[config.mk]
export PLATFORM = sky130hd
export DESIGN_NAME = DivUnit
export DESIGN_NICKNAME = d
export VERILOG_FILES = /design/src/source/CorePkg.sv /design/src/source/DivPkg.sv /design/src/source/DivCore.sv /design/src/source/DivIssue.sv /design/src/source/DivResult.sv /design/src/source/DivUnit.sv
export SDC_FILE = /design/constraint.sdc
export NUM_CORES = 1
export LEC_CHECK = 0
export ABC_AREA = 1
export BUFFER_PORTS_ARGS = -buffer_cell sky130_fd_sc_hd__buf_2
export CAP_MARGIN = 20
export CORE_MARGIN = 1.5
export CORE_UTILIZATION = 55
export CTS_CLUSTER_DIAMETER = 120
export DETAILED_ROUTE_END_ITERATION = 8
export PLACE_DENSITY_LB_ADDON = 0.25
export SETUP_SLACK_MARGIN = 0.15
export SLEW_MARGIN = 20
export SYNTH_ARGS = -nofsm -noshare
export SYNTH_HDL_FRONTEND = slang
export SYNTH_HIERARCHICAL = 1
export SYNTH_SLANG_ARGS = --single-unit
[constraint.sdc]
create_clock -name clk -period 3.5 [get_ports clk]
set_clock_uncertainty 0.2 [all_clocks]
set_input_delay 0.7 -clock clk [delete_from_list [all_inputs] [get_ports clk]]
set_output_delay 0.7 -clock clk [all_outputs]
set_load 0.01 [all_outputs]
[src/source/CorePkg.sv]
`default_nettype none

package CorePkg;

    localparam int WordWidth = 32;
    localparam int SqNBits = 7;
    localparam int TagBits = 7;

    typedef logic [WordWidth-1:0] Word;
    typedef logic [SqNBits-1:0] SqN; // Age by signed difference, wraps
    typedef logic [TagBits-1:0] Tag; // Physical destination register

    typedef enum logic [1:0] {
        DIV_DIV,
        DIV_DIVU,
        DIV_REM,
        DIV_REMU
    } DivOp;

    typedef enum logic [1:0] {
        FLAGS_NONE,
        FLAGS_BRANCH,
        FLAGS_TRAP,
        FLAGS_EXCEPT
    } Flags;

    typedef struct packed {
        logic valid;
        Word srcA;
        Word srcB;
        DivOp opcode;
        SqN sqN;
        Tag tagDst;
    } ExUop;

    typedef struct packed {
        logic valid;
        Word result;
        SqN sqN;
        Tag tagDst;
        Flags flags;
        logic doNotCommit;
    } ResUop;

    typedef struct packed {
        logic taken;
        SqN sqN;
    } BranchProv;

endpackage

`default_nettype wire

[src/source/DivPkg.sv]
`default_nettype none

package DivPkg;

    import CorePkg::*;

    typedef logic [WordWidth:0] PartRem; // Top half of the partial remainder, sign included

    typedef struct packed {
        logic valid;
        Word dividend; // Magnitude
        Word divisor; // Magnitude
        logic invert;
        logic wantRem;
        logic divByZero;
        SqN sqN;
        Tag tagDst;
    } DivJob;

    typedef struct packed {
        logic valid;
        PartRem partRem;
        Word quotient; // Raw non-restoring digits
        Word divisor;
        logic invert;
        logic wantRem;
        logic divByZero;
        Word dividend;
        SqN sqN;
        Tag tagDst;
    } DivFinal;

    typedef enum logic [1:0] {
        IDLE,
        ITERATE,
        FINISH
    } CoreState;

endpackage

`default_nettype wire

[src/source/DivCore.sv]
`timescale 1ns/1ps
`default_nettype none

module DivCore
    import CorePkg::*, DivPkg::*;
#(
    parameter int DataWidth = 32,
    parameter int SqNWidth = 7
) (
    input logic clk,
    input logic rst,
    input DivJob job,
    input BranchProv branch,
    output logic done,
    output DivFinal fin
);

    localparam int CntWidth = $clog2(DataWidth);

    CoreState state;
    DivJob held;
    logic [CntWidth-1:0] cnt;
    logic [2*DataWidth:0] rem;
    logic [2*DataWidth:0] remShift;
    logic [2*DataWidth:0] divShift;
    logic [DataWidth-1:0] quo;
    logic signed [SqNWidth-1:0] ageDiff;
    logic flush;

    assign remShift = {rem[2*DataWidth-1:0], 1'b0};
    assign divShift = {1'b0, held.divisor, {DataWidth{1'b0}}}; // Divisor aligned to top half
    assign ageDiff = branch.sqN - held.sqN;
    assign flush = (state == ITERATE) && branch.taken && (ageDiff < 0);
    assign done = flush || (state == FINISH);

    always_ff @(posedge clk) begin
        if (!rst) begin
            state <= IDLE;
        end else begin
            case (state)
                IDLE: if (job.valid) state <= ITERATE;
                ITERATE: begin
                    if (flush)
                        state <= IDLE; // Dropped, no result
                    else if (cnt == '0)
                        state <= FINISH;
                end
                FINISH: state <= IDLE;
                default: state <= IDLE;
            endcase
        end

        if (state == IDLE && job.valid) begin
            held <= job;
            rem <= {{(DataWidth+1){1'b0}}, job.dividend};
            quo <= '0;
            cnt <= CntWidth'(DataWidth - 1);
        end else if (state == ITERATE) begin
            // Sign of the current remainder picks subtract or add
            rem <= rem[2*DataWidth] ? remShift + divShift : remShift - divShift;
            quo <= {quo[DataWidth-2:0], ~rem[2*DataWidth]};
            cnt <= cnt - 1'b1;
        end
    end

    assign fin.valid = (state == FINISH);
    assign fin.partRem = rem[2*DataWidth:DataWidth];
    assign fin.quotient = quo;
    assign fin.divisor = held.divisor;
    assign fin.invert = held.invert;
    assign fin.wantRem = held.wantRem;
    assign fin.divByZero = held.divByZero;
    assign fin.dividend = held.dividend;
    assign fin.sqN = held.sqN;
    assign fin.tagDst = held.tagDst;

endmodule

`default_nettype wire

[src/source/DivIssue.sv]
`timescale 1ns/1ps
`default_nettype none

module DivIssue
    import CorePkg::*, DivPkg::*;
#(
    parameter int DataWidth = 32,
    parameter int SqNWidth = 7
) (
    input logic clk,
    input logic rst,
    input logic en,
    input ExUop inUop,
    input BranchProv branch,
    input logic done,
    output logic busy,
    output DivJob job
);

    logic signedOp;
    logic negA;
    logic negB;
    logic wantRem;
    logic divByZero;
    logic accept;
    logic [DataWidth-1:0] magA;
    logic [DataWidth-1:0] magB;
    logic signed [SqNWidth-1:0] ageDiff;

    assign signedOp = (inUop.opcode == DIV_DIV) || (inUop.opcode == DIV_REM);
    assign negA = signedOp && inUop.srcA[DataWidth-1];
    assign negB = signedOp && inUop.srcB[DataWidth-1];
    assign magA = negA ? -inUop.srcA : inUop.srcA;
    assign magB = negB ? -inUop.srcB : inUop.srcB;
    assign wantRem = (inUop.opcode == DIV_REM) || (inUop.opcode == DIV_REMU);
    assign divByZero = (inUop.srcB == '0);

    assign ageDiff = inUop.sqN - branch.sqN; // <= 0 means not younger than branch
    assign accept = en && inUop.valid && !busy && (!branch.taken || ageDiff <= 0);

    always_ff @(posedge clk) begin
        if (!rst) begin
            busy <= 1'b0;
            job.valid <= 1'b0;
        end else begin
            job.valid <= accept;
            if (accept)
                busy <= 1'b1;
            else if (done)
                busy <= 1'b0; // Result left or job flushed
        end

        if (accept) begin
            job.dividend <= magA;
            job.divisor <= magB;
            job.wantRem <= wantRem;
            job.divByZero <= divByZero;
            // Remainder takes the dividend's sign
            job.invert <= wantRem ? negA : ((negA ^ negB) && !divByZero);
            job.sqN <= inUop.sqN;
            job.tagDst <= inUop.tagDst;
        end
    end

endmodule

`default_nettype wire

[src/source/DivResult.sv]
`timescale 1ns/1ps
`default_nettype none

module DivResult
    import CorePkg::*, DivPkg::*;
#(
    parameter int DataWidth = 32,
    parameter int SqNWidth = 7
) (
    input logic clk,
    input logic rst,
    input DivFinal fin,
    output ResUop outUop
);

    logic remNeg;
    logic [DataWidth-1:0] quoRestored;
    logic [DataWidth-1:0] remFixed;
    logic [DataWidth-1:0] quoSigned;
    logic [DataWidth-1:0] remSigned;
    logic [DataWidth-1:0] value;

    assign remNeg = fin.partRem[DataWidth];

    // Digits are +1/-1, so q - ~q gives the binary quotient
    assign quoRestored = (fin.quotient - ~fin.quotient) - {{(DataWidth-1){1'b0}}, remNeg};
    assign remFixed = remNeg ? fin.partRem[DataWidth-1:0] + fin.divisor
                             : fin.partRem[DataWidth-1:0];

    assign quoSigned = fin.divByZero ? '1 : (fin.invert ? -quoRestored : quoRestored);
    assign remSigned = fin.divByZero ? (fin.invert ? -fin.dividend : fin.dividend)
                                     : (fin.invert ? -remFixed : remFixed);
    assign value = fin.wantRem ? remSigned : quoSigned;

    always_ff @(posedge clk) begin
        if (!rst)
            outUop.valid <= 1'b0;
        else
            outUop.valid <= fin.valid; // Single-cycle pulse

        if (fin.valid) begin
            outUop.result <= value;
            outUop.sqN <= fin.sqN[SqNWidth-1:0];
            outUop.tagDst <= fin.tagDst;
            outUop.flags <= FLAGS_NONE;
            outUop.doNotCommit <= 1'b0;
        end
    end

endmodule

`default_nettype wire

[src/source/DivUnit.sv]
`timescale 1ns/1ps
`default_nettype none

module DivUnit
    import CorePkg::*, DivPkg::*;
#(
    parameter int DataWidth = 32,
    parameter int SqNWidth = 7
) (
    input logic clk,
    input logic rst,
    input logic en,
    input ExUop inUop,
    input BranchProv branch,
    output logic busy,
    output ResUop outUop
);

    DivJob job;
    DivFinal fin;
    logic done;

    DivIssue #(.DataWidth(DataWidth), .SqNWidth(SqNWidth)) issue (
        .clk(clk),
        .rst(rst),
        .en(en),
        .inUop(inUop),
        .branch(branch),
        .done(done),
        .busy(busy),
        .job(job)
    );

    DivCore #(.DataWidth(DataWidth), .SqNWidth(SqNWidth)) core (
        .clk(clk),
        .rst(rst),
        .job(job),
        .branch(branch),
        .done(done),
        .fin(fin)
    );

    DivResult #(.DataWidth(DataWidth), .SqNWidth(SqNWidth)) result (
        .clk(clk),
        .rst(rst),
        .fin(fin),
        .outUop(outUop)
    );

endmodule

`default_nettype wire

==> results.toml <==
[worst_setup_path]
timing_worst_setup_path_type = "reg2reg"
crit_path_start_kind = "flip-flop"
cp-end-kind = "flip-flop"
critical_path_s_slowest_cell = "edfxtp_1"
critical_path.max_fanout = 5
critPathLaunch = "core/fin[62]"
required_ps = 3740
endpoint_arrival_time_on_the_critical_path_ps = 3510
reg2reg_from = "core/fin[62]"
worst-path-buf-inv = 3
cpLargestDelayFamily = "simple AND/OR/NAND/NOR gates"
worst_path_most_repeated_cell = "nand2_1"
crit_path_cell_trace = "buf_4, nor2_2, nand2_1, nor2_2, nand3_2, o21ai_2, xor2_1, ha_2, a21oi_1, inv_1, nor2_1, nand2_1, a21oi_2, nand2_1, nand2_1, nand3_1, nand2_1, inv_1"
critical_path.max_stage_delay_ps = 530

[power_and_ir_drop]
p_clk_share_pct = 18.5
cellPowerDensity_nw_per_um2 = 765
static-leakage-power_nw = 12.2
power_frac_seq_pct = 25.7
p_sw_share_pct = 46.2
netSwitchingPower_mw = 9.25
ir_worst_vdd_v = 0.000362
design_power_total_mw = 20.0
combinationalPowerShare_pct = 55.8
internal_power_mw = 10.8

[global_routing]
number_of_global_route_vias_before_repair = 19500
grt_antenna_before_repair = 0
grt_util_all_layers_pct = 31.2
pin_count_of_the_biggest_net_entering_global_routing = 103
grt_first_pass_wirelength_um = 103000
globalRoute.totalOverflow = 0

[yosys]
synthesis.area_sq_um = 22500
syn-instance-count = 3146
synth.avg_cell_area_sq_um = 7.16
synth_warnings = 6

[sta]
finalSetupViolCount = 0
headroom_to_the_max_slew_limit_pct = 31.1
max_slew.worst_pin.slew_ps = 1030
hold-worst-slack_ps = 135
maxClockFrequency_mhz = 306
timing_max_transition_violations_final = 0
final_critical_path_share_of_the_clock_period_pct = 93.3
timing_hold_violations_final = 0
layout_setup_ws_ps = 236
final.min_clock_period_ps = 3260
rsz0062_at_grt = "yes"

[final_layout]
layout_commonest_cell = "nand2_1"
drive_gt1_share_pct = 18.3
synthToLayoutAreaGrowth_pct = 16.2
final_core_util_pct = 65.3
fin_nets = 3499
layout_common_cells = "879 x nand2_1, 415 x inv_1, 334 x nor2_1, 240 x edfxtp_1, 214 x nand3_1"

[floorplanning]
io-pin-count = 143
fp.coreArea_sq_um = 40100
die_w_um = 205
fp.dieH_um = 205
design.die.area_sq_um = 42200
initial_utilization_pct = 56.2
num_rows = 73

[detailed_routing]
detailroute.via_count = 21200
post_drt_via_cell_ratio = 5.46
avgRoutedWirePerCell_um = 17.4
first_drt_pass_iteration_count = 6
wl_um = 67300
detail-route-antenna-nets = 0
drt_iter0_drc = 1788
drc = 0

[clock_network]
cts_hold_buf = 0
clock_path_buffers = 3
clk_pin_slew_worst_paths_ps = 60
cts_sinks = 314
clk_latency_ps = 560
cts_max_level = 2
number_of_buffers_added_by_the_clock_tree_synthesis_step = 34
cts_tree = "done"
ctsRootBufferMaster = "clkbuf_16"

[placement]
place_worst_setup_slack_ps = -14.7
gpl.final_weighted_congestion = 0.957
dp_hpwl_um = 51600
number_of_buffer_cells_added_on_primary_ports = 139

[min_path]
timing.hold.worst.class = "in2reg"
hold_path_startpoint = "inUop[2]"

[flow_run]
drv.max_cap_violation_count = 0

[outcome]
result_of_the_run = "completed"
-- final timing paths --
check,slack [ps],to,cells past startpoint
worst max register to register,240,core/rem[61],18
worst min register to register,210,core/fin[4],0
worst max-delay path,240,core/rem[61],18
worst min-delay path,130,issue/job[2],1
-- stage by stage --
step	cells	setup TNS, ps	cell area, sq um
2_1_floorplan	3148	0	22500
3_3_place_gp	3749	0	23700
3_5_place_dp	3749	-14.7	23700
4_1_cts	3811	0	24900
5_1_grt	3870	0	26200
6_report	3871	0	26200
-- registers in the layout (all words and copies together) (netlist names) --
signal,cells
core/cnt,5
core/fin,81
core/quo,31
core/rem,65
core/state,2
issue/busy,1
issue/job,82
result/outUop,47
-- power groups by stage --
stage | Clock (mW) | Combinational [mW] | Sequential (mW)
4_1_cts | 3.76 | 9.83 | 5.09
5_1_grt | 3.89 | 12.3 | 5.20
2_1_floorplan | 0 | 7.39 | 4.94
6_report | 3.70 | 11.2 | 5.15
3_3_place_gp | 0 | 9.57 | 5.15
3_5_place_dp | 0 | 9.71 | 5.16
-- timing repair --
action                                  CTS  global route
gates resized for setup                  17           195
pin swaps                                 5            70
setup buffers                             1            59
endpoints found under the setup margin   15            38
-- per-layer routing --
layer,part of all wire (%),track usage [%],vias to the layer above
li1,-,-,10500
met1,43,42.3,9862
met2,47,52.3,721
met3,7.0,4.23,115
met4,2.6,8.45,0
met5,0,0,-
-- cell type report --
cell class	count	area (sq um)
multi-input combinational	2275	12400
inverter	448	1690
clock inverter	15	183
sequential	314	8690
tap	525	657
clock buffer	46	957
antenna	1	2.50
fill	3603	13900
timing repair buffer	247	1590
Power figures use the tool's default switching activity.
